File: src/common/vdp_pkg.sv
package vdp_pkg;

  // Video RAM is 16 KB, byte wide
  typedef logic [13:0] vram_addr_t;
  typedef logic [7:0]  vram_data_t;

  // Index into the colour RAM
  typedef logic [3:0] color_index_t;

  typedef struct packed {
    logic [7:0] r;
    logic [7:0] g;
    logic [7:0] b;
  } rgb_t;

  // Text mode geometry
  localparam int TEXT_COLUMNS = 40;
  localparam int CHAR_WIDTH   = 6;
  localparam int CHAR_HEIGHT  = 8;

  localparam int PALETTE_SIZE = 16;

  // Console colours loaded into the colour RAM at start
  localparam rgb_t DEFAULT_PALETTE [PALETTE_SIZE] = '{
    24'h000000,  // transparent, shown as black
    24'h010101,  // black
    24'h3eb849,  // medium green
    24'h74d07d,  // light green
    24'h5955e0,  // dark blue
    24'h8076f1,  // light blue
    24'h993e31,  // dark red
    24'h65dbef,  // cyan
    24'hdb6559,  // medium red
    24'hff897d,  // light red
    24'hccc35e,  // dark yellow
    24'hded087,  // light yellow
    24'h3aa241,  // dark green
    24'hb766b5,  // magenta
    24'h777777,  // gray
    24'hffffff   // white
  };

endpackage

File: src/hw/vdp_ram.sv
`timescale 1ns/100ps

module vdp_ram #(
  parameter type data_t = logic [7:0],
  parameter int DEPTH = 16,
  parameter data_t INIT [DEPTH] = '{default: '0}
) (
  input  logic                clk,
  input  logic                we,
  input  vdp_pkg::vram_addr_t waddr,
  input  data_t               wdata,
  input  vdp_pkg::vram_addr_t raddr_a,
  output data_t               rdata_a,
  input  vdp_pkg::vram_addr_t raddr_b,
  output data_t               rdata_b
);

  // Contents start from INIT, all zero unless a table is given
  data_t mem [DEPTH] = INIT;

  // One write port, two registered read ports
  // Only the low address bits that cover DEPTH are decoded
  always_ff @(posedge clk) begin
    if (we) begin
      mem[waddr[$clog2(DEPTH)-1:0]] <= wdata;
    end
    rdata_a <= mem[raddr_a[$clog2(DEPTH)-1:0]];
    rdata_b <= mem[raddr_b[$clog2(DEPTH)-1:0]];
  end

endmodule

File: src/text_mode/color_output.sv
`timescale 1ns/100ps

module color_output (
  input  logic                  clk,
  input  vdp_pkg::vram_addr_t   cpu_addr,
  input  vdp_pkg::vram_data_t   cpu_din,
  input  logic                  cpu_wr,
  input  logic                  cram_selected,
  input  vdp_pkg::color_index_t pixel_index,
  input  vdp_pkg::color_index_t back_color,
  input  logic                  border,
  input  logic                  hs,
  input  logic                  vs,
  input  logic                  de,
  output logic [7:0]            vga_r,
  output logic [7:0]            vga_g,
  output logic [7:0]            vga_b,
  output logic                  vga_hs,
  output logic                  vga_vs,
  output logic                  vga_de
);

  logic cram_we;
  vdp_pkg::rgb_t cram_wdata;
  vdp_pkg::rgb_t border_rgb;
  vdp_pkg::rgb_t pixel_rgb;
  vdp_pkg::rgb_t color;
  logic border_q;

  // CPU writes 2 bits per channel, placed at the top of each byte
  assign cram_we = cpu_wr && cram_selected &&
                   cpu_addr < vdp_pkg::vram_addr_t'(vdp_pkg::PALETTE_SIZE);
  assign cram_wdata = '{r: {cpu_din[1:0], 6'b0},
                        g: {cpu_din[3:2], 6'b0},
                        b: {cpu_din[5:4], 6'b0}};

  // Port a looks up the border colour, port b the pixel colour
  vdp_ram #(
    .data_t (vdp_pkg::rgb_t),
    .DEPTH  (vdp_pkg::PALETTE_SIZE),
    .INIT   (vdp_pkg::DEFAULT_PALETTE)
  ) u_cram (
    .clk     (clk),
    .we      (cram_we),
    .waddr   (cpu_addr),
    .wdata   (cram_wdata),
    .raddr_a (vdp_pkg::vram_addr_t'(back_color)),
    .rdata_a (border_rgb),
    .raddr_b (vdp_pkg::vram_addr_t'(pixel_index)),
    .rdata_b (pixel_rgb)
  );

  // Match the one cycle of the palette read
  always_ff @(posedge clk) begin
    border_q <= border;
    vga_hs   <= hs;
    vga_vs   <= vs;
    vga_de   <= de;
  end

  assign color = border_q ? border_rgb : pixel_rgb;

  // Black outside the active area
  assign vga_r = vga_de ? color.r : 8'h00;
  assign vga_g = vga_de ? color.g : 8'h00;
  assign vga_b = vga_de ? color.b : 8'h00;

endmodule

File: config.mk
export PLATFORM = sky130hd
export DESIGN_NAME = color_output
export DESIGN_NICKNAME = d
export VERILOG_FILES = /design/src/common/vdp_pkg.sv /design/src/hw/vdp_ram.sv /design/src/text_mode/color_output.sv
export SDC_FILE = /design/constraint.sdc
export NUM_CORES = 1
export LEC_CHECK = 0
export BUFFER_PORTS_ARGS = -buffer_cell sky130_fd_sc_hd__buf_2
export CAP_MARGIN = 20
export CORE_AREA = 10 10 339 177
export DETAILED_ROUTE_END_ITERATION = 7
export DIE_AREA = 0 0 349 187
export SLEW_MARGIN = 30
export SYNTH_ARGS = -nofsm -noshare
export SYNTH_HDL_FRONTEND = slang
export SYNTH_HIERARCHICAL = 1
export SYNTH_SLANG_ARGS = --single-unit
File: constraint.sdc
create_clock -name clk -period 3.4 [get_ports clk]
set_input_delay 0.51 -clock clk [delete_from_list [all_inputs] [get_ports clk]]
set_output_delay 0.51 -clock clk [all_outputs]
set_load 0.01 [all_outputs]
==> results.py <==
metrics = {
    "routing": {
        "viasPerCell": 4.97,
        "post_drt_wl_per_cell_um": 23.8,
        "drtPass1Iterations": 5,
        "drt_iter0_drc": 984,
        "num_vias": 10200,
        "drcViolationCount": 0,
        "wl_mm": 49.0,
        "ant_nets": 0,
    },
    "critical_path": {
        "cp_data_arrival_time_ns": 2.26,
        "startpoint_type": "flop",
        "path_cells": "buf_12 > mux2i_1 > nor2b_1 > buf_2",
        "worstPathMaxFanout": 14,
        "end_kind": "primary output",
        "path_class": "reg2out",
        "crit_slowest_cell": "dfxtp_2",
        "worstPathRequired_ns": 2.89,
        "slowest_delay_ns": 0.83,
    },
    "layout": {
        "n_antenna_cell": 0,
        "nets": 1337,
        "drive_gt1_share_pct": 28.9,
        "mostFrequentLayoutCells": "edfxtp_1 (384), conb_1 (288), mux4_2 (192)",
        "finish.utilization_pct": 41.5,
        "multiInputGateArea_um2": 6980,
        "regArea_um2": 12600,
        "area_growth_pct": 20.3,
        "final_common_cell": "edfxtp_1",
        "fill_cells": 4918,
    },
    "pwr": {
        "p_switching_mw": 2.47,
        "intPower_mw": 8.67,
        "pwr-share-comb_pct": 6.9,
        "p_per_area_nw_per_um2": 493,
        "power_frac_clock_pct": 40.1,
        "ir_drop_mv": 0.318,
        "p_sw_share_pct": 22.2,
        "power_frac_seq_pct": 53.0,
        "finalPower_mw": 11.1,
        "leakage_nw": 7.89,
    },
    "grt": {
        "track_usage_pct": 15.0,
        "antenna_found_initial": 0,
        "use_met3_pct": 3.87,
        "grt-busiest-layer": "met1",
        "grt_pass1_vias": 10800,
        "use_met1_pct": 22.3,
        "grt_overflow": 0,
        "use_met2_pct": 21.7,
        "grt_pass1_wl_mm": 72.1,
        "grt_max_degree": 34,
    },
    "placement": {
        "gp_congestion": 0.743,
        "hpwl_mm": 30.9,
        "io_buffers": 61,
    },
    "yosys": {
        "ys_seq_elements": 436,
        "synthDistinctLibCells": 22,
        "yosys.area.top_type": "edfxtp_1",
        "yosysTopAreaCellShare_pct": 61.4,
        "syn_avg_cell_area_um2": 20.3,
        "yosys-top-cells-area": "edfxtp_1 (61%), mux4_2 (23%), dfxtp_1 (5.5%)",
        "yosysWarnings": 6,
        "netlist_instances": 927,
        "ys_seq_area_share_pct": 66.9,
        "mappedNetlistArea_um2": 18800,
    },
    "timing": {
        "worstMarginPinSlew_ns": 0.849,
        "drv_slew": 0,
        "maxSlewHeadroom_pct": 43.4,
        "period_minus_slack_ns": 2.77,
        "clock.fmax_ghz": 0.361,
        "min_period_over_period_pct": 81.5,
        "hold_viol_final": 0,
        "final.setup.tns_ns": 0,
        "setup_viol": 0,
        "rsz0062_at_grt": "no",
        "finClkSkew_ns": 0.0159,
    },
    "clocking": {
        "cts_resized": 0,
        "cts_root_buf": "clkbuf_16",
        "clock_sinks": 436,
        "cts_buffer_depth": 3,
        "cts_htree_levels": 2,
        "cts_tree": "built",
        "clk_pin_slew_worst_paths_ns": 0.06,
        "clock_latency_ns": 0.56,
        "post_cts_hold_buffer_count": 0,
        "cts_post_setup_buffers_inserted": 0,
        "cts_made_buffers": 41,
    },
    "worst_hold_path": {
        "hold_path.class": "in2reg",
    },
    "die": {
        "initial_utilization_pct": 34.5,
        "placementRows": 61,
        "io_pins": 64,
        "dieWidth_um": 349,
        "die-area_um2": 65300,
        "coreArea_um2": 54500,
        "dieHeight_um": 187,
    },
    "run": {
        "drv_cap": 0,
    },
    "status": {
        "status": "completed",
    },
}
kinds of logic (layout without fill, tap and decap cells):
logic type	count (synthesis)	after routing	share of synthesized area [%]
AOI/OAI and AO/OA	96	96	3.84
buffers and inverters	71	190	2.17
and+or+nand+nor	107	107	2.74
DFF	436	436	66.9
other	1	288	0.0200
muxes	216	216	24.3
flip-flops by register name, summed over array words and instances (netlist names):
| signal | cells |
|---|---|
| vga_vs | 1 |
| u_cram/rdata_b | 24 |
| u_cram/rdata_a | 24 |
| border_q | 1 |
| vga_de | 1 |
| vga_hs | 1 |
| u_cram/mem | 384 |
cell type report:
class / count / share of cell area (%)
Multi-Input combinational cell: 707 / 30.9
Clock buffer: 58 / 5.10
Timing Repair Buffer: 114 / 3.80
Clock inverter: 18 / 0.526
Sequential cell: 436 / 55.7
Tap cell: 724 / 4.01
worst max-delay path: cells and delay by family, from the launching register on:
kind,cells,cell delay (ns)
simple gates,1,0.09
flops,1,0.83
mux,1,0.35
buf+inv,2,0.41
through the flow:
step / cell area, µm² / instances / setup WS (ns) / hold slack [ns]
2_1_floorplan: 19900 / 1214 / 0.184 / 0.538
3_3_place_gp: 21300 / 1981 / 0.741 / 0.613
3_5_place_dp: 21300 / 1981 / 0.637 / 0.614
4_1_cts: 22600 / 2057 / 0.618 / 0.0178
5_1_grt: 22600 / 2057 / 0.562 / 0.0212
6_report: 22600 / 2057 / 0.629 / 0.0471
routing by layer:
layer,wire [µm],share of wire (%)
met1,22600,46
met2,21000,43
met3,4470,9.1
met4,926,1.9
met5,0,0
cells in the mapped netlist (all sizes together):
cell type  instances
nor2              14
nand3b             2
conb               1
nor4bb             1
nor3               4
nand3              1
a22oi             96
mux4             192
clkbuf            37
and3               1
edfxtp           384
and2               2
dfxtp             52
nand2b             2
or3b               1
nor2b             28
nor4               2
buf               34
mux2i             24
nand2             49
power groups by stage:
stage               clock network, mW  registers (mW)  logic [mW]
detailed placement                  0            6.02       0.771
global route                     4.82            5.91       0.850
floorplan                           0            6.01       0.520
global placement                    0            6.02       0.763
CTS                              4.60            5.90       0.773
finish                           4.46            5.90       0.772
final timing paths:
| kind | start | slack, ns | depth (start not counted) | to |
|---|---|---|---|---|
| max | border_q | 0.63 | 4 | vga_b[7] |
| min | border | 0.05 | 1 | border_q |
| max reg2reg | u_cram/mem[8][3] | 1.82 | 3 | u_cram/rdata_a[3] |
| min reg2reg | u_cram/mem[15][12] | 0.69 | 3 | u_cram/rdata_b[12] |
No activity file was read; power rests on OpenSTA's default activity.
