$ cat src/common/vdp_pkg.sv
package vdp_pkg;

  // Video RAM is 16 KB, byte wide
  typedef logic [13:0] vram_addr_t;
  typedef logic [7:0]  vram_data_t;

  // Index into the colour RAM
  typedef logic [3:0] color_index_t;

  typedef struct packed {
    logic [7:0] r;
    logic [7:0] g;
    logic [7:0] b;
  } rgb_t;

  // Text mode geometry
  localparam int TEXT_COLUMNS = 40;
  localparam int CHAR_WIDTH   = 6;
  localparam int CHAR_HEIGHT  = 8;

  localparam int PALETTE_SIZE = 16;

  // Console colours loaded into the colour RAM at start
  localparam rgb_t DEFAULT_PALETTE [PALETTE_SIZE] = '{
    24'h000000,  // transparent, shown as black
    24'h010101,  // black
    24'h3eb849,  // medium green
    24'h74d07d,  // light green
    24'h5955e0,  // dark blue
    24'h8076f1,  // light blue
    24'h993e31,  // dark red
    24'h65dbef,  // cyan
    24'hdb6559,  // medium red
    24'hff897d,  // light red
    24'hccc35e,  // dark yellow
    24'hded087,  // light yellow
    24'h3aa241,  // dark green
    24'hb766b5,  // magenta
    24'h777777,  // gray
    24'hffffff   // white
  };

endpackage

$ cat src/common/video_timing_pkg.sv
package video_timing_pkg;

  // Horizontal timing in clk cycles, 640x480 at 60 Hz
  localparam int H_ACTIVE = 640;
  localparam int H_FRONT  = 16;
  localparam int H_SYNC   = 96;
  localparam int H_BACK   = 48;
  localparam int H_TOTAL  = H_ACTIVE + H_FRONT + H_SYNC + H_BACK;

  // Vertical timing in lines
  localparam int V_ACTIVE = 480;
  localparam int V_FRONT  = 11;
  localparam int V_SYNC   = 2;
  localparam int V_BACK   = 31;
  localparam int V_TOTAL  = V_ACTIVE + V_FRONT + V_SYNC + V_BACK;

  // Left border is H_BORDER plus the text mode adjustment
  localparam int H_BORDER     = 64;
  localparam int H_BORDER_ADJ = 12;

  // Top and bottom border in lines
  localparam int V_BORDER = 48;

  // Length of the frame interrupt pulse in cycles
  localparam int INT_LENGTH = 64;

  // Raster position counters
  typedef logic [9:0] hcount_t;
  typedef logic [9:0] vcount_t;

endpackage

$ cat src/hw/raster_timing.sv
`timescale 1ns/100ps

module raster_timing (
  input  logic                        clk,
  input  logic                        reset,
  input  logic                        vert_retrace_int,
  output video_timing_pkg::hcount_t   hc,
  output video_timing_pkg::vcount_t   vc,
  output logic                        hs,
  output logic                        vs,
  output logic                        de,
  output logic                        border,
  output logic                        n_int,
  output logic [7:0]                  h_counter,
  output logic [7:0]                  v_counter
);

  logic int_active;
  logic [$clog2(video_timing_pkg::INT_LENGTH)-1:0] int_count;
  logic int_start;
  logic h_border;
  logic v_border;
  video_timing_pkg::hcount_t x_full;
  video_timing_pkg::vcount_t y_full;

  // Raster counters, vc steps when hc wraps
  always_ff @(posedge clk) begin
    if (reset) begin
      hc <= '0;
      vc <= '0;
    end else if (hc == video_timing_pkg::hcount_t'(video_timing_pkg::H_TOTAL - 1)) begin
      hc <= '0;
      if (vc == video_timing_pkg::vcount_t'(video_timing_pkg::V_TOTAL - 1)) begin
        vc <= '0;
      end else begin
        vc <= vc + 1'b1;
      end
    end else begin
      hc <= hc + 1'b1;
    end
  end

  // Frame interrupt starts at the first cycle of horizontal sync on the first vsync line
  assign int_start = vert_retrace_int &&
      hc == video_timing_pkg::hcount_t'(video_timing_pkg::H_ACTIVE + video_timing_pkg::H_FRONT) &&
      vc == video_timing_pkg::vcount_t'(video_timing_pkg::V_ACTIVE + video_timing_pkg::V_FRONT);

  always_ff @(posedge clk) begin
    if (reset) begin
      int_active <= 1'b0;
      int_count  <= '0;
    end else if (int_start) begin
      int_active <= 1'b1;
      int_count  <= '0;
    end else if (int_active) begin
      int_count <= int_count + 1'b1;
      if (int_count == $bits(int_count)'(video_timing_pkg::INT_LENGTH - 1)) begin
        int_active <= 1'b0;
      end
    end
  end

  assign n_int = ~int_active;

  // Sync pulses are active low
  assign hs = !(hc >= video_timing_pkg::hcount_t'(video_timing_pkg::H_ACTIVE +
                                                  video_timing_pkg::H_FRONT) &&
                hc <  video_timing_pkg::hcount_t'(video_timing_pkg::H_ACTIVE +
                                                  video_timing_pkg::H_FRONT +
                                                  video_timing_pkg::H_SYNC));
  assign vs = !(vc >= video_timing_pkg::vcount_t'(video_timing_pkg::V_ACTIVE +
                                                  video_timing_pkg::V_FRONT) &&
                vc <  video_timing_pkg::vcount_t'(video_timing_pkg::V_ACTIVE +
                                                  video_timing_pkg::V_FRONT +
                                                  video_timing_pkg::V_SYNC));
  assign de = hc < video_timing_pkg::hcount_t'(video_timing_pkg::H_ACTIVE) &&
              vc < video_timing_pkg::vcount_t'(video_timing_pkg::V_ACTIVE);

  // Text area is 40 cells of 6 double-width pixels after the left border
  assign h_border = hc < video_timing_pkg::hcount_t'(video_timing_pkg::H_BORDER +
                                                     video_timing_pkg::H_BORDER_ADJ) ||
                    hc >= video_timing_pkg::hcount_t'(video_timing_pkg::H_BORDER +
                                                      video_timing_pkg::H_BORDER_ADJ +
                                                      vdp_pkg::TEXT_COLUMNS *
                                                      vdp_pkg::CHAR_WIDTH * 2);
  assign v_border = vc < video_timing_pkg::vcount_t'(video_timing_pkg::V_BORDER) ||
                    vc >= video_timing_pkg::vcount_t'(video_timing_pkg::V_ACTIVE -
                                                      video_timing_pkg::V_BORDER);
  assign border = h_border || v_border;

  // Pixel coordinates for the CPU, each pixel is two clocks and two lines
  assign x_full = hc - video_timing_pkg::hcount_t'(video_timing_pkg::H_BORDER +
                                                   video_timing_pkg::H_BORDER_ADJ);
  assign y_full = vc - video_timing_pkg::vcount_t'(video_timing_pkg::V_BORDER);
  assign h_counter = x_full[8:1];
  assign v_counter = y_full[8:1];

endmodule

$ cat config.mk
export PLATFORM = sky130hd
export DESIGN_NAME = raster_timing
export DESIGN_NICKNAME = d
export VERILOG_FILES = /design/src/common/vdp_pkg.sv /design/src/common/video_timing_pkg.sv /design/src/hw/raster_timing.sv
export SDC_FILE = /design/constraint.sdc
export NUM_CORES = 1
export LEC_CHECK = 0
export BUFFER_PORTS_ARGS = -buffer_cell sky130_fd_sc_hd__buf_4
export CORE_MARGIN = 4
export CORE_UTILIZATION = 35
export DETAILED_ROUTE_END_ITERATION = 16
export PLACE_DENSITY_LB_ADDON = 0.25
export SYNTH_ARGS = -nofsm -noshare
export SYNTH_HDL_FRONTEND = slang
export SYNTH_SLANG_ARGS = --single-unit
$ cat constraint.sdc
create_clock -name clk -period 5.13 [get_ports clk]
set_clock_uncertainty 0.1 [all_clocks]
set_input_delay 0.513 -clock clk [delete_from_list [all_inputs] [get_ports clk]]
set_output_delay 0.513 -clock clk [all_outputs]
set_load 0.03 [all_outputs]
==> reports/qor.yml, run 1 <==
yosys.area.top_type_share_pct: 31.1
worst_r2r_startpoint: "hc[2]$_SDFF_PP0_"
r2r-end: "vc[9]$_SDFFE_PP0N_"
fmax_ghz: 0.393
powerDensity_mw_per_mm2: 177
drt_iter0_drc: 47
port_buffers: 43
final_core_util_pct: 43.9
syn-mean-instance-area_um2: 8.36
endpoint: "border"
hold_class: "input port to register"
drv_cap: 0
placed_cells: 299
clockBufferDepth: 2
synth_cells: 208
drive_above_1_share_pct: 24.2
syn_to_final_growth_pct: 20.0
dieHeight_um: 78.5
rsz0062_at_grt: "false"
p_leak_nw: 0.862
grt_max_degree: 17
wire_per_inst_um: 12.5
start_util_pct: 36.6
insertion_delay_ps: 280
dp.final_hpwl_mm: 2.77
dp_slack_ps: 2910
period_share_pct: 49.6
synth_ff_type: "dfxtp_1"
finalSetupViolations: 0
cts_tree: "done"
io-pin-count: 44
gp_congestion: 0.796
yosysSeqAreaShare_pct: 31.1
clkSinkCount: 27
cts_root_buf: "clkbuf_8"
dieArea_mm2: 0.00616
antenna_left: 0
cp.arrival_ps: 1930
finalHoldViolCount: 0
worst_pin_slew_ps: 553
slew_viol_final: 0
setup_slack_ps: 2590
cts_buffers: 3
via_per_inst: 4.90
setup_tns_ps: 0
routed_wirelength_mm: 3.80
grt_pass1_vias: 1406
post_cts_buffers: 0
status: "complete, no violations"
drc: 0
irDropWorstVdd_uv: 95.8
layout.cells.non_filler: 303
cts.hold.buffers_added: 0
cp-start-kind: "register"
nets: 251
synth-seq-cells: 27
r2r_slack_ps: 2940
worst-path-max-fanout: 7
die_w_um: 78.5
synth_common_cells: "32 x nor2_1, 27 x dfxtp_1, 15 x xnor2_1, 13 x inv_1, 13 x xor2_1"
gr-usage-all-layers_pct: 13.1
clk_pin_slew_ps: 100
synth_most_common_cell: "nor2_1"
cts_max_level: 1
syn_area_mm2: 0.00174
grt_pass1_wl_mm: 6.60
crit_path_end_kind: "primary output"
yosysTopAreaCell: "dfxtp_1"
dr.pass1.iters: 4
yosysWarnings: 0
synth_edf_count: 0
grt-ovfl-total: 0
core-area_mm2: 0.00475
cts_resized: 0
slew_headroom_pct: 63.1
n_antenna_cell: 0
fp-row-count: 25
cp-startpoint: "hc[2]$_SDFF_PP0_"
ys_top_cells_by_area: "dfxtp_1 31%, ha_1 7.9%, xnor2_1 7.6%"
required_ps: 4520
nFillCells: 501
netlist-cell-type-count: 39
min_period_ps: 2540
rr_worst_depth: 5
grt_antenna_before_repair: 0
num_vias: 1485
synth_nets: 222
crit_type: "register to primary output"
async_flop_share_pct: 0
[flip-flops by register name, summed over array words and instances, names as in the netlist]
register and cells:
vc 10, int_active 1, hc 10, int_count 6
[worst min-delay path by stage]
stage	from	to	slack, ps	cells after the start
floorplan	int_count[5]$_SDFFE_PP0P_	int_count[5]$_SDFFE_PP0P_	380	2
global placement	hc[0]$_SDFF_PP0_	hc[0]$_SDFF_PP0_	380	1
detailed placement	hc[0]$_SDFF_PP0_	hc[0]$_SDFF_PP0_	390	1
CTS	reset	vc[0]$_SDFFE_PP0N_	360	2
global route	reset	vc[0]$_SDFFE_PP0N_	360	2
finish	reset	vc[0]$_SDFFE_PP0N_	360	2
[cell usage in the layout (no fill, tap or decap), types with 4 or more instances in the layout]
| cell | n |
|---|---|
| nor3_1 | 5 |
| inv_1 | 13 |
| nand3_1 | 9 |
| a21oi_1 | 7 |
| o21ai_0 | 5 |
| buf_4 | 43 |
| nand4_1 | 12 |
| nand2_1 | 9 |
| ha_1 | 11 |
| nor4_1 | 4 |
| xnor2_1 | 15 |
| dfxtp_1 | 27 |
| xor2_1 | 13 |
| nor2_1 | 32 |
[stage by stage]
| stage | hold WS, ps | area [µm²] | total power [mW] |
|---|---|---|---|
| finish | 357 | 2090 | 0.369 |
| global route | 362 | 2090 | 0.386 |
| CTS | 362 | 2090 | 0.373 |
| detailed placement | 394 | 2040 | 0.246 |
| global placement | 382 | 2040 | 0.246 |
| floorplan | 384 | 1740 | 0.237 |
[worst max-delay path: stages (launching register included)]
cell	delay, ps
dfxtp_1	390
ha_1	330
or3_1	410
nor3_1	150
o21ai_0	90
nand4_1	100
buf_4	170
[power by group]
group | total, mW | internal (mW) | switching, mW
combinational | 0.0256 | 0.00931 | 0.0163
sequential | 0.215 | 0.211 | 0.00318
clock | 0.128 | 0.0553 | 0.0732
[layer usage]
metal,up-vias,global-route usage [%],routed length [µm]
met3,2,3.44,175
met2,34,20.3,1690
met4,0,3.67,24
met5,-,0,0
met1,688,17.7,1910
li1,761,-,-
[logic make-up after synthesis]
logic type | synth area share, %
AOI/OAI and AO/OA | 7.70
muxes | 1.15
buffers and inverters | 8.99
adders and majority gates | 7.91
xor gates and xnor gates | 14.1
and+or+nand+nor | 29.1
DFF | 31.1
[area by class of cell]
cell class | count | area [µm²] | share of cell area (%)
Multi-Input combinational cell | 149 | 1040 | 49.9
Sequential cell | 27 | 541 | 25.9
Timing Repair Buffer | 43 | 323 | 15.5
Tap cell | 67 | 83.8 | 4.02
Inverter | 13 | 48.8 | 2.34
Clock buffer | 3 | 41.3 | 1.98
Clock inverter | 1 | 7.51 | 0.360
Power figures use the tool's default switching activity.
==> run 2: changes to the inputs <==
--- a/config.mk
+++ b/config.mk
@@ -5,6 +5,7 @@
 export SDC_FILE = /design/constraint.sdc
 export NUM_CORES = 1
 export LEC_CHECK = 0
+export ABC_AREA = 1
 export BUFFER_PORTS_ARGS = -buffer_cell sky130_fd_sc_hd__buf_4
 export CORE_MARGIN = 4
 export CORE_UTILIZATION = 35
==> constraint.sdc (replaced) <==
create_clock -name clk -period 2.1 [get_ports clk]
set_clock_uncertainty 0.1 [all_clocks]
set_input_delay 0.21 -clock clk [delete_from_list [all_inputs] [get_ports clk]]
set_output_delay 0.21 -clock clk [all_outputs]
set_load 0.03 [all_outputs]
==> reports/qor.yml, run 2 <==
status: "complete, no violations"
synth_most_common_cell: "nand2_1"
fp-row-count: 26
yosysWarnings: 0
syn_to_final_growth_pct: 21.5
hold_slack_ps: 31.1
gr-usage-all-layers_pct: 13.9
drive_above_1_share_pct: 23.3
core-area_mm2: 0.00511
ys_top_cells_by_area: "dfxtp_1 29%, nand2_1 12%, nor2_1 8.4%"
crit_path_end_kind: "primary output"
slowest_stage: "dfxtp_1"
netlist-cell-type-count: 29
start_util_pct: 36.0
gp_congestion: 0.827
routed_wirelength_mm: 4.37
synth_nets: 283
finalHoldViolCount: 0
syn_area_mm2: 0.00184
required_ps: 1790
grt_pass1_vias: 1572
worst_path_most_repeated_cell: "nor3_1"
drv_cap: 0
cts_buffers: 3
synth_edf_count: 0
yosysSeqAreaShare_pct: 29.4
finalSetupViolations: 0
drt_iter0_drc: 79
dp.final_hpwl_mm: 3.57
clkSinkCount: 27
cts_max_level: 1
dieArea_mm2: 0.00648
antenna_left: 0
fmax_ghz: 0.509
worstHoldPathCells: 2
yosys.area.top_type_share_pct: 29.4
grt-ovfl-total: 0
dr.pass1.iters: 4
insertion_delay_ps: 270
port_buffers: 43
cts_root_buf: "clkbuf_8"
irDropWorstVdd_uv: 239
synth-seq-cells: 27
wire_per_inst_um: 11.5
cts.hold.buffers_added: 0
die_w_um: 80.5
async_flop_share_pct: 0
setup_tns_ps: 0
worst-path-max-fanout: 7
clk_pin_slew_ps: 90
num_vias: 1758
powerDensity_mw_per_mm2: 393
crit_type: "register to primary output"
slew_headroom_pct: 68.0
final_core_util_pct: 43.8
nets: 324
r2r_slack_ps: 360
cp.arrival_ps: 1660
synth_ff_type: "dfxtp_1"
min_period_ps: 1970
reg.largest.list: "hc x10, vc x10, int_count x6"
worst_pin_slew_ps: 479
n_antenna_cell: 0
synth_cells: 269
grt_max_degree: 15
cts_resized: 0
crit_chain: "ha_1 > inv_1 > nor3_1 > nor3_1 > nand4_1 > buf_4"
syn-mean-instance-area_um2: 6.84
hold_class: "input port to register"
period_share_pct: 93.6
drc: 0
rr_worst_depth: 8
final_common_cell: "nand2_1"
worst_path_largest_cell_delay_ps: 470
grt_pass1_wl_mm: 7.18
cts_tree: "done"
cp-start-kind: "register"
clockBufferDepth: 2
p_leak_nw: 0.958
yosysTopAreaCell: "dfxtp_1"
via_per_inst: 4.64
synth_common_cells: "60 x nand2_1, 41 x nor2_1, 31 x inv_1, 27 x dfxtp_1, 22 x nand3_1"
post_cts_buffers: 0
grt_antenna_before_repair: 0
dieHeight_um: 80.5
rsz0062_at_grt: "false"
slew_viol_final: 0
io-pin-count: 44
mostFrequentLayoutCells: "60 x nand2_1, 47 x buf_4, 41 x nor2_1"
[run 2: stage by stage]
step	cell area [µm²]	instances	total power [mW]	setup slack [ps]
finish	2230	379	0.877	133
global route	2230	379	0.923	2.43
CTS	2230	379	0.892	153
detailed placement	2190	375	0.603	354
global placement	2190	375	0.603	438
floorplan	1840	269	0.583	192
[run 2: worst paths after layout]
| check | endpoint | start |
|---|---|---|
| setup / recovery | border | vc[5]$_SDFFE_PP0N_ |
| hold / removal | vc[6]$_SDFFE_PP0N_ | reset |
| setup reg to reg | vc[2]$_SDFFE_PP0N_ | hc[2]$_SDFF_PP0_ |
| hold reg to reg | hc[0]$_SDFF_PP0_ | hc[0]$_SDFF_PP0_ |
[run 2: final cells by class]
| cell class | count | area [µm²] |
|---|---|---|
| fillers | 542 | 2870 |
| multi-input cells | 195 | 1070 |
| flip-flops and latches | 27 | 541 |
| repair buffers | 47 | 353 |
| inverters | 36 | 135 |
| well taps | 70 | 87.6 |
| clock buffers | 4 | 45.0 |
[run 2: worst max-delay path: cells and delay by family (launching register included)]
kind,cells,cell delay [ps]
fa+ha+maj,1,300
buf+inv,2,280
simple gates,3,330
flops,1,470
[run 2: logic make-up (layout without fill, tap and decap cells)]
group                      Yosys count  in the layout  synth area share (%)
and+or+nand+nor                    148            148                  36.1
buffers and inverters               47             87                  12.2
DFF                                 27             27                  29.4
AOI/OAI and AO/OA                   22             22                  8.03
xor gates and xnor gates            13             13                  6.19
adders and majority gates           11             11                  7.48
muxes                                1              1                 0.544
[run 2: where the power goes]
| group | switching, mW | total [mW] | internal, mW | leakage (nW) |
|---|---|---|---|---|
| sequential | 0.00590 | 0.522 | 0.516 | 0.218 |
| clock | 0.151 | 0.287 | 0.136 | 0.0228 |
| combinational | 0.0449 | 0.0680 | 0.0232 | 0.717 |
[run 2: layer usage]
layer / track usage (%) / share of wire [%] / vias up
li1: - / - / 925
met1: 17.8 / 47 / 801
met2: 23.7 / 48 / 30
met3: 3.25 / 3.8 / 2
met4: 3.04 / 0.92 / 0
met5: 0 / 0 / -
