--- config.mk ---
export PLATFORM = sky130hd
export DESIGN_NAME = vdp_ram
export DESIGN_NICKNAME = d
export VERILOG_FILES = /design/src/common/vdp_pkg.sv /design/src/hw/vdp_ram.sv
export SDC_FILE = /design/constraint.sdc
export NUM_CORES = 1
export LEC_CHECK = 0
export BUFFER_PORTS_ARGS = -buffer_cell sky130_fd_sc_hd__buf_2
export CAP_MARGIN = 20
export CELL_PAD_IN_SITES_DETAIL_PLACEMENT = 0
export CELL_PAD_IN_SITES_GLOBAL_PLACEMENT = 1
export CORE_ASPECT_RATIO = 1.75
export CORE_MARGIN = 4
export CORE_UTILIZATION = 35
export DETAILED_ROUTE_END_ITERATION = 10
export PLACE_DENSITY_LB_ADDON = 0.1
export SETUP_SLACK_MARGIN = 0.3
export SLEW_MARGIN = 20
export SYNTH_ARGS = -nofsm -noshare
export SYNTH_HDL_FRONTEND = slang
export SYNTH_SLANG_ARGS = --single-unit
--- constraint.sdc ---
create_clock -name clk -period 2 [get_ports clk]
set_clock_uncertainty 0.2 [all_clocks]
set_input_delay 0.4 -clock clk [delete_from_list [all_inputs] [get_ports clk]]
set_output_delay 0.4 -clock clk [all_outputs]
set_load 0.005 [all_outputs]
--- src/common/vdp_pkg.sv ---
package vdp_pkg;

  // Video RAM is 16 KB, byte wide
  typedef logic [13:0] vram_addr_t;
  typedef logic [7:0]  vram_data_t;

  // Index into the colour RAM
  typedef logic [3:0] color_index_t;

  typedef struct packed {
    logic [7:0] r;
    logic [7:0] g;
    logic [7:0] b;
  } rgb_t;

  // Text mode geometry
  localparam int TEXT_COLUMNS = 40;
  localparam int CHAR_WIDTH   = 6;
  localparam int CHAR_HEIGHT  = 8;

  localparam int PALETTE_SIZE = 16;

  // Console colours loaded into the colour RAM at start
  localparam rgb_t DEFAULT_PALETTE [PALETTE_SIZE] = '{
    24'h000000,  // transparent, shown as black
    24'h010101,  // black
    24'h3eb849,  // medium green
    24'h74d07d,  // light green
    24'h5955e0,  // dark blue
    24'h8076f1,  // light blue
    24'h993e31,  // dark red
    24'h65dbef,  // cyan
    24'hdb6559,  // medium red
    24'hff897d,  // light red
    24'hccc35e,  // dark yellow
    24'hded087,  // light yellow
    24'h3aa241,  // dark green
    24'hb766b5,  // magenta
    24'h777777,  // gray
    24'hffffff   // white
  };

endpackage

--- src/hw/vdp_ram.sv ---
`timescale 1ns/100ps

module vdp_ram #(
  parameter type data_t = logic [7:0],
  parameter int DEPTH = 16,
  parameter data_t INIT [DEPTH] = '{default: '0}
) (
  input  logic                clk,
  input  logic                we,
  input  vdp_pkg::vram_addr_t waddr,
  input  data_t               wdata,
  input  vdp_pkg::vram_addr_t raddr_a,
  output data_t               rdata_a,
  input  vdp_pkg::vram_addr_t raddr_b,
  output data_t               rdata_b
);

  // Contents start from INIT, all zero unless a table is given
  data_t mem [DEPTH] = INIT;

  // One write port, two registered read ports
  // Only the low address bits that cover DEPTH are decoded
  always_ff @(posedge clk) begin
    if (we) begin
      mem[waddr[$clog2(DEPTH)-1:0]] <= wdata;
    end
    rdata_a <= mem[raddr_a[$clog2(DEPTH)-1:0]];
    rdata_b <= mem[raddr_b[$clog2(DEPTH)-1:0]];
  end

endmodule

==> results of run 1 <==
-- stage by stage --
step,hold slack (ns),area (um2),std cells
final,0.172,7770,623
after global routing,0.165,7770,623
after CTS,0.153,7760,623
after detailed placement,0.493,7160,591
after global placement,0.477,7160,591
after floorplan,0.299,6390,307
-- cell families after synthesis --
| group | Yosys count | synth area share, % |
|---|---|---|
| AND/OR/NAND/NOR | 47 | 3.43 |
| multiplexers | 64 | 24.4 |
| flip-flops | 144 | 65.6 |
| AO/OA/AOI/OAI | 32 | 3.79 |
| buffers and inverters | 20 | 2.72 |
-- per-layer routing --
| metal | vias up | wire length [um] | GRT usage, % |
|---|---|---|---|
| met3 | 14 | 612 | 2.80 |
| met4 | 0 | 220 | 5.44 |
| met2 | 73 | 9270 | 31.4 |
| met5 | - | 0 | 0 |
| li1 | 1482 | - | - |
| met1 | 1835 | 5930 | 19.2 |
-- worst max-delay path: cells and delay by family (launching register included) --
kind | cells | cell delay [ns]
multiplexers | 1 | 0.63
flip-flops | 1 | 0.39
AO/OA/AOI/OAI | 1 | 0.24
AND/OR/NAND/NOR | 1 | 0.08
-- layout make-up --
type                       count  area share [%]
clock buffer                  18            5.53
timing repair buffer          73            8.76
tap                          231            3.72
sequential                   144            53.6
multi-input combinational    143            26.3
clock inverter                14            2.03
-- how the worst max path moves through the flow --
stage                        startpoint                 end  slack (ns)  cells past startpoint
floorplan                    raddr_a[0]  rdata_a[1]$_DFF_P_        0.26                      5
global placement             raddr_b[3]  rdata_b[7]$_DFF_P_       -0.07                      4
detailed placement           raddr_a[0]  rdata_a[7]$_DFF_P_       -0.06                      6
CTS                 mem[0][0]$_DFFE_PP_  rdata_a[0]$_DFF_P_        0.33                      3
global route        mem[6][1]$_DFFE_PP_  rdata_b[1]$_DFF_P_        0.31                      3
finish              mem[0][0]$_DFFE_PP_  rdata_a[0]$_DFF_P_        0.35                      3
-- power groups by stage --
stage                     registers (W)  logic (W)  clock network (W)
after floorplan                 0.00346   0.000315                  0
after global placement          0.00345   0.000582                  0
after detailed placement        0.00346   0.000586                  0
after CTS                       0.00339   0.000588            0.00319
after global routing            0.00340   0.000623            0.00331
final                           0.00339   0.000577            0.00313
-- what timing repair did --
action                                  in CTS  in global routing
resized for setup                            1                  2
pin swaps                                    0                  2
endpoints found under the setup margin       1                  3
gates cloned                                 0                  0
-- flip-flops by register name, indices dropped and copies added (netlist names) --
signal,flops
rdata_b,8
rdata_a,8
mem,128
-- synthesized netlist by cell type, drive strengths merged --
library cell,number
a22oi,32
and2,2
and2b,2
buf,14
clkdlybuf4s25,6
dfxtp,16
edfxtp,128
mux4,64
nand2,17
nand2b,2
nand3,1
nand3b,2
nor2,14
nor2b,2
nor3,4
or3b,1
-- cell usage in the layout, fill, tap and decap left out, types with 2 or more instances in the layout --
| cell type | Yosys | final |
|---|---|---|
| buf_12 | 0 | 18 |
| nor2b_1 | 2 | 2 |
| clkinv_4 | 0 | 4 |
| buf_4 | 2 | 18 |
| nor3_2 | 0 | 3 |
| edfxtp_1 | 128 | 128 |
| nor2_2 | 0 | 3 |
| clkbuf_16 | 0 | 17 |
| a22oi_2 | 0 | 3 |
| and2b_1 | 2 | 2 |
| and2_1 | 2 | 2 |
| clkinvlp_4 | 0 | 3 |
| nand2_1 | 17 | 17 |
| a22oi_1 | 32 | 29 |
| mux4_4 | 2 | 2 |
| dfxtp_1 | 16 | 16 |
| buf_2 | 6 | 37 |
| nor2_1 | 14 | 11 |
| mux4_2 | 34 | 38 |
| mux4_1 | 28 | 24 |
| nand3b_1 | 2 | 2 |
| nand2b_1 | 2 | 2 |
| inv_6 | 0 | 4 |
| bufinv_16 | 0 | 2 |
==> reports/qor.csv, run 1 <==
metric;value;unit
DR vias;3404;
initial core utilization;36.0;%
syn_nets;359;
max frequency;608;MHz
Distinct cells, synth;20;
fillcell total;1560;
RSZ-0062 raised after global routing;no;
Synth area leaders;edfxtp_1 (61%), mux4_2 (12%), mux4_1 (12%), dfxtp_1 (5.0%), a22oi_1 (3.8%);
switching share of power;22.5;%
ANT nets after route;0;
Leak;2.68;nW
multi-input logic area;0.00205;mm2
total chip power;0.00710;W
hold-fix buffers at CTS;0;
Worst Setup End Kind;flop;
Cells after Synth;307;
Reg power frac;47.8;%
Die W;110;um
Layout Utilization;44.1;%
total wire length;16000;um
Hold EP;mem[1][7]$_DFFE_PP_;
status;finished, final reports clean;
hold path cells;1;
clock root cell;clkbuf_16;
synth-to-layout area growth;22.4;%
final critical-path required period;1.65;ns
Post-CTS Setup Inserts;0;
average wire per standard cell;25.7;um
largest net degree at the start of global routing;19;
grt ovf;0;
All-Layer GR Usage;16.8;%
TritonRoute pass-1 iters;5;
Worst EP required;2.10;ns
period utilization;82.3;%
Layout Nets;431;
initial antenna violation count;0;
CTS Sinks;144;
GP Congestion;0.761;
post-synth top area cell;edfxtp_1;
PortBufs;37;
FP Rows;64;
Yosys reg bits;144;
FF+latch area;0.00416;mm2
Avg Inst Size Synth;20.7;um2
CP Max Fanout;2;
Worst path max stage delay;0.63;ns
share of cells above drive strength 1;39.5;%
element type at the critical path start;flop;
Worst-path clk slew;0.07;ns
clock network power share;44.1;%
worst skew pair latency;0.42;ns
Logic pwr share;8.1;%
PwrDens;914;mW/mm2
Ys Warns;0;
hold path start;wdata[7];
sequential-to-total area share from yosys stat;65.6;%
total CTS buffers;17;
drt via density;5.46;
Rel. slew slack;32.3;%
Synth Cell Area;0.00635;mm2
DRT iter0 DRCs;140;
final setup TNS;0;ns
worst r2r src;mem[0][0]$_DFFE_PP_;
Max VDD drop;0.467;mV
Final Hold Fails;0;
die height;186;um
Die ar.;0.0204;mm2
deepest clock path buffer count;2;
Internal;0.00551;W
Sw Pwr;0.00159;W
Worst path slowest cell;mux4_4;
slew of the pin with the lowest slew margin;1.01;ns
hpwl dp;11100;um
max_cap viols;0;
H-tree depth;4;
number of global-route vias before repair;3750;
Synth top area share;60.6;%
Arr. time, crit path;1.75;ns
worst path cell trace;mux4_4 > a22oi_2 > nand2_1;
global-route wire length before repair;23500;um
r2r worst-path depth;3;
Crit Path Category;reg2reg;
reg-to-reg setup timing slack;0.35;ns
I/O Pins;68;
final setup violation count;0;
number of diodes;0;
CTS tree;done;
worst min path class;in2reg;
Pins Over Slew Limit;0;
capture point of the worst reg-to-reg path;rdata_a[0]$_DFF_P_;
Place WS;-0.0567;ns
total core area;0.0176;mm2
final setup margin;0.355;ns
Post-route DRC;0;
(Power assumes the default switching activity.)
==> inputs of run 2 (changes only) <==
==> constraint.sdc (replaced) <==
create_clock -name clk -period 1.65 [get_ports clk]
set_clock_uncertainty 0.2 [all_clocks]
set_input_delay 0.33 -clock clk [delete_from_list [all_inputs] [get_ports clk]]
set_output_delay 0.33 -clock clk [all_outputs]
set_load 0.005 [all_outputs]
==> run 2 against run 1 <==
Register-to-register slack worse by 0.29 ns. Flip-flop and latch count stayed put. Clock-buffer cell count is 1 lower. Power is 25% higher. Die area stayed put. Core utilization is 2.2 points higher. Critical endpoint is now rdata_b[7]$_DFF_P_. Fmax is 3.7% higher. Worst hold slack worse by 0.075 ns. Via count stayed put. Routed wire length is 0.39% higher. Non-clock buffer count is 17 higher. Sequential share of layout area is 2.5 points lower.
==> reports/qor.csv, run 2 (synthesis results as in run 1) <==
metric;value;unit;change
Leak;2.72;nW;was 2.68 nW
Die ar.;0.0204;mm2;unchanged
initial core utilization;36.0;%;unchanged
FP Rows;64;;unchanged
Layout Utilization;46.3;%;was 44.1%
Final Hold Fails;0;;unchanged
PwrDens;1090;mW/mm2;was 914 mW/mm2
GP Congestion;0.760;;was 0.761
Worst-path clk slew;0.07;ns;about the same
most frequent cells in the layout;edfxtp_1 (128), mux4_2 (62), buf_2 (30);;was edfxtp_1 (128), mux4_2 (38), buf_2 (37)
H-tree depth;4;;unchanged
DR vias;3404;;unchanged
synth-to-layout area growth;28.5;%;was 22.4%
worst skew pair latency;0.42;ns;about the same
Finished Layout Cells;640;;was 623
die height;186;um;unchanged
average wire per standard cell;25.2;um;was 25.7 um
total CTS buffers;17;;unchanged
max reg flops;128;;unchanged
global route hottest layer;met2;;unchanged
Die W;110;um;unchanged
Crit Path Category;reg2reg;;unchanged
RSZ-0062 raised after global routing;yes;;was no
slew of the pin with the lowest slew margin;0.703;ns;was 1.01 ns
max_cap viols;0;;unchanged
hold-fix buffers at CTS;0;;unchanged
period utilization;96.2;%;was 82.3%
commonest non-fill, non-tap cell in the layout;edfxtp_1;;unchanged
Internal;0.00689;W;was 0.00551 W
Rel. slew slack;53.1;%;was 32.3%
worst min path class;in2reg;;unchanged
I/O Pins;68;;unchanged
Logic pwr share;9.1;%;was 8.1%
Reg power frac;46.3;%;was 47.8%
CTS tree;done;;unchanged
DRT iter0 DRCs;142;;was 140
Worst Setup End Kind;flop;;unchanged
Arr. time, crit path;1.70;ns;was 1.75 ns
clock root cell;clkbuf_16;;unchanged
PortBufs;37;;unchanged
global-route wire length before repair;24100;um;was 23500 um
CTS Sinks;144;;unchanged
Placed Instances;603;;was 591
drt via density;5.32;;was 5.46
initial antenna violation count;0;;unchanged
final critical-path required period;1.59;ns;was 1.65 ns
ANT nets after route;0;;unchanged
fillcell total;1554;;was 1560
number of diodes;0;;unchanged
met3 usage;3.49;%;was 2.80%
TritonRoute pass-1 iters;4;;was 5
Post-route DRC;0;;unchanged
met1 Resource Use GR;20.2;%;was 19.2%
element type at the critical path start;flop;;unchanged
grt ovf;0;;unchanged
final setup violation count;0;;unchanged
deepest clock path buffer count;2;;unchanged
met2 Track Usage GR;30.5;%;was 31.4%
Worst EP required;1.76;ns;was 2.10 ns
Layout Nets;448;;was 431
switching share of power;22.6;%;was 22.5%
Pins Over Slew Limit;0;;unchanged
max frequency;630;MHz;was 608 MHz
CP Max Fanout;2;;unchanged
hpwl dp;11400;um;was 11100 um
number of global-route vias before repair;3816;;was 3750
Max VDD drop;0.624;mV;was 0.467 mV
clock network power share;44.6;%;was 44.1%
total core area;0.0176;mm2;unchanged
status;finished, final reports clean;;unchanged
total wire length;16100;um;was 16000 um
share of cells above drive strength 1;56.7;%;was 39.5%
largest net degree at the start of global routing;17;;was 19
Hold Slack;0.0973;ns;was 0.172 ns
Sw Pwr;0.00201;W;was 0.00159 W
All-Layer GR Usage;17.1;%;was 16.8%
run 2: through the flow:
step	power, W	setup TNS, ns	cell area, um2	setup WS [ns]
after CTS	0.00895	0	8020	0.0454
after global routing	0.00921	-0.00963	8160	-0.00963
after floorplan	0.00461	0	6430	0.0170
after global placement	0.00494	-9.17	7320	-0.388
final	0.00891	0	8160	0.0626
after detailed placement	0.00495	-9.31	7320	-0.397
run 2: power groups by stage:
stage	sequential, W	clock [W]	combinational, W
global route	0.00413	0.00421	0.000871
CTS	0.00412	0.00405	0.000783
finish	0.00412	0.00397	0.000810
floorplan	0.00419	0	0.000420
detailed placement	0.00420	0	0.000750
global placement	0.00419	0	0.000748
run 2: area by class of cell:
type	instances	area (um2)	share of cell area, %
Clock inverter	15	186	2.29
Timing Repair Buffer	90	948	11.6
Multi-Input combinational cell	143	2140	26.2
Tap cell	231	289	3.54
Clock buffer	17	425	5.21
Sequential cell	144	4170	51.1
run 2: repair_timing:
action | 4_1_cts | 5_1_grt
resized for setup | 23 | 19
setup endpoints to repair | 40 | 40
cloned | 0 | 1
pin swaps | 3 | 10
setup buffers | 0 | 4
run 2: worst max-delay path, cell delays in order, from the launching register on:
cell      delay [ns]
edfxtp_1        0.39
mux4_4          0.62
a22oi_2         0.21
nand2_1         0.06
run 2: worst paths after layout:
check | from | slack [ns] | depth (start not counted) | end
hold / removal | wdata[3] | 0.1 | 1 | mem[12][3]$_DFFE_PP_
hold reg to reg | mem[14][7]$_DFFE_PP_ | 0.50 | 3 | rdata_b[7]$_DFF_P_
setup reg to reg | mem[3][7]$_DFFE_PP_ | 0.06 | 3 | rdata_b[7]$_DFF_P_
setup / recovery | mem[3][7]$_DFFE_PP_ | 0.06 | 3 | rdata_b[7]$_DFF_P_
run 2: metal layers:
metal / vias to the layer above / share of wire [%]
li1: 1498 / -
met3: 19 / 2.7
met5: - / 0
met4: 0 / 1.9
met2: 54 / 56
met1: 1833 / 40
==> inputs of run 3 (changes only) <==
--- a/config.mk
+++ b/config.mk
@@ -13,6 +13,7 @@
 export CORE_MARGIN = 4
 export CORE_UTILIZATION = 35
 export DETAILED_ROUTE_END_ITERATION = 10
+export MAX_ROUTING_LAYER = met4
 export PLACE_DENSITY_LB_ADDON = 0.1
 export SETUP_SLACK_MARGIN = 0.3
 export SLEW_MARGIN = 20
==> run 3 against run 2 <==
Die area stayed put. Fmax rose by 0.18%. Routed wire length is essentially flat. Worst hold slack got worse by 0.0020 ns. First-iteration DRC count rose by 1.4%. Sequential share of layout area unchanged. Clock-buffer cell count unchanged. Power about the same. Final area stayed put. Cell count unchanged. Register-to-register slack barely moved. Critical path type unchanged. Largest cell class unchanged. Largest power group unchanged.
==> reports/qor.csv, run 3 (synthesis results as in run 1) <==
metric;value;unit;change
synth-to-layout area growth;28.5;%;unchanged
delay-heaviest family, CP;multiplexers;;unchanged
grt ovf;0;;unchanged
Leak;2.72;nW;unchanged
r2r worst-path depth;3;;unchanged
die height;186;um;unchanged
clock root cell;clkbuf_16;;unchanged
Layout Nets;448;;unchanged
worst setup path start;mem[3][7]$_DFFE_PP_;;unchanged
Worst EP required;1.76;ns;about the same
Reg power frac;46.3;%;about the same
final critical-path required period;1.58;ns;was 1.59 ns
DR vias;3408;;was 3404
Pins Over Slew Limit;0;;unchanged
total wire length;16100;um;about the same
Worst Setup End Kind;flop;;unchanged
final setup violation count;0;;unchanged
final setup TNS;0;ns;unchanged
final setup margin;0.0654;ns;was 0.0626 ns
global-route wire length before repair;24100;um;about the same
commonest non-fill, non-tap cell in the layout;edfxtp_1;;unchanged
period utilization;96.0;%;was 96.2%
clock network power share;44.6;%;about the same
Placed Instances;603;;unchanged
worst r2r src;mem[3][7]$_DFFE_PP_;;unchanged
Finished Layout Cells;640;;unchanged
status;finished, final reports clean;;unchanged
Final Hold Fails;0;;unchanged
CTS Sinks;144;;unchanged
max frequency;631;MHz;was 630 MHz
most frequent cells in the layout;edfxtp_1 (128), mux4_2 (62), buf_2 (30);;unchanged
CTS tree;done;;unchanged
worst skew pair latency;0.42;ns;about the same
initial antenna violation count;0;;unchanged
FP Rows;64;;unchanged
DRT iter0 DRCs;144;;was 142
average wire per standard cell;25.2;um;about the same
TritonRoute pass-1 iters;4;;unchanged
H-tree depth;4;;unchanged
GP Congestion;0.770;;was 0.760
ANT nets after route;0;;unchanged
Place WS;-0.397;ns;unchanged
total CTS buffers;17;;unchanged
CP bufs+invs;0;;unchanged
drt via density;5.33;;was 5.32
max_cap viols;0;;unchanged
max reg flops;128;;unchanged
Hold EP;mem[12][3]$_DFFE_PP_;;unchanged
placed instance area;0.00732;mm2;unchanged
Die ar.;0.0204;mm2;unchanged
deepest clock path buffer count;2;;unchanged
capture point of the worst reg-to-reg path;rdata_b[7]$_DFF_P_;;unchanged
hold path cells;1;;unchanged
Logic pwr share;9.1;%;about the same
Arr. time, crit path;1.70;ns;about the same
switching share of power;22.6;%;about the same
largest net degree at the start of global routing;17;;unchanged
Rel. slew slack;53.0;%;was 53.1%
total core area;0.0176;mm2;unchanged
slew of the pin with the lowest slew margin;0.704;ns;was 0.703 ns
hold path start;wdata[3];;unchanged
All-Layer GR Usage;17.6;%;was 17.1%
number of global-route vias before repair;3803;;was 3816
Worst path slowest cell;mux4_4;;unchanged
PwrDens;1090;mW/mm2;about the same
CP Max Fanout;2;;unchanged
initial core utilization;36.0;%;unchanged
worst path cell trace;mux4_4 > a22oi_2 > nand2_1;;unchanged
Worst path max stage delay;0.62;ns;about the same
number of diodes;0;;unchanged
Sw Pwr;0.00202;W;was 0.00201 W
RSZ-0062 raised after global routing;yes;;unchanged
Worst-path clk slew;0.07;ns;about the same
Max VDD drop;0.622;mV;was 0.624 mV
I/O Pins;68;;unchanged
share of cells above drive strength 1;56.7;%;unchanged
total chip power;0.00891;W;about the same
element type at the critical path start;flop;;unchanged
PortBufs;37;;unchanged
Post-route DRC;0;;unchanged
worst min path class;in2reg;;unchanged
reg-to-reg setup timing slack;0.07;ns;was 0.06 ns
Die W;110;um;unchanged
Crit Path Category;reg2reg;;unchanged
hpwl dp;11400;um;unchanged
Final Cell Area;0.00816;mm2;unchanged
Internal;0.00689;W;about the same
[run 3: cell counts in the layout (fill, tap and decap cells not counted)]
Identical to the previous run, type by type.
[run 3: power groups by stage]
| stage | registers (W) | logic [W] | clock network (W) |
|---|---|---|---|
| finish | 0.00412 | 0.000810 | 0.00398 |
| global route | 0.00413 | 0.000871 | 0.00421 |
| CTS | 0.00412 | 0.000783 | 0.00405 |
| detailed placement | 0.00420 | 0.000750 | 0 |
| global placement | 0.00419 | 0.000748 | 0 |
| floorplan | 0.00419 | 0.000420 | 0 |
[run 3: worst max-delay path by stage]
stage / end / slack, ns / cells past startpoint
floorplan: mem[0][0]$_DFFE_PP_ / 0.02 / 2
global placement: rdata_a[4]$_DFF_P_ / -0.39 / 5
detailed placement: rdata_a[4]$_DFF_P_ / -0.40 / 5
CTS: rdata_b[7]$_DFF_P_ / 0.05 / 3
global route: rdata_a[4]$_DFF_P_ / -0.01 / 3
finish: rdata_b[7]$_DFF_P_ / 0.07 / 3
[run 3: cell type report]
class                           instances  area (um2)
Tap cell                              231         289
Timing Repair Buffer                   90         948
Clock buffer                           17         425
Clock inverter                         15         186
Fill cell                            1554        9460
Multi-Input combinational cell        143        2140
Sequential cell                       144        4170
[run 3: metal layers]
metal	GRT usage [%]	routed length (um)	vias to the layer above
met5	-	0	-
met4	5.74	301	0
met3	3.42	529	19
met2	30.5	8950	67
met1	20.3	6310	1826
li1	-	-	1496
[run 3: stage by stage]
| stage | hold WS (ns) | utilization, % |
|---|---|---|
| 2_1_floorplan | 0.229 | - |
| 3_3_place_gp | 0.476 | 41.5 |
| 3_5_place_dp | 0.494 | 41.5 |
| 4_1_cts | 0.0808 | 45.5 |
| 5_1_grt | 0.0981 | 46.3 |
| 6_report | 0.0953 | 46.3 |
[run 3: timing repair]
item	CTS	global route
setup buffers	0	4
hold buffers	0	0
cloned	0	1
resized for setup	23	19
setup endpoints to repair	40	40
pin swaps	3	10
[run 3: worst register-to-register path: cells and delay by family, from the launching register on]
kind,cells,cell delay [ns]
compound gates,1,0.21
flops,1,0.39
mux,1,0.62
simple gates,1,0.06
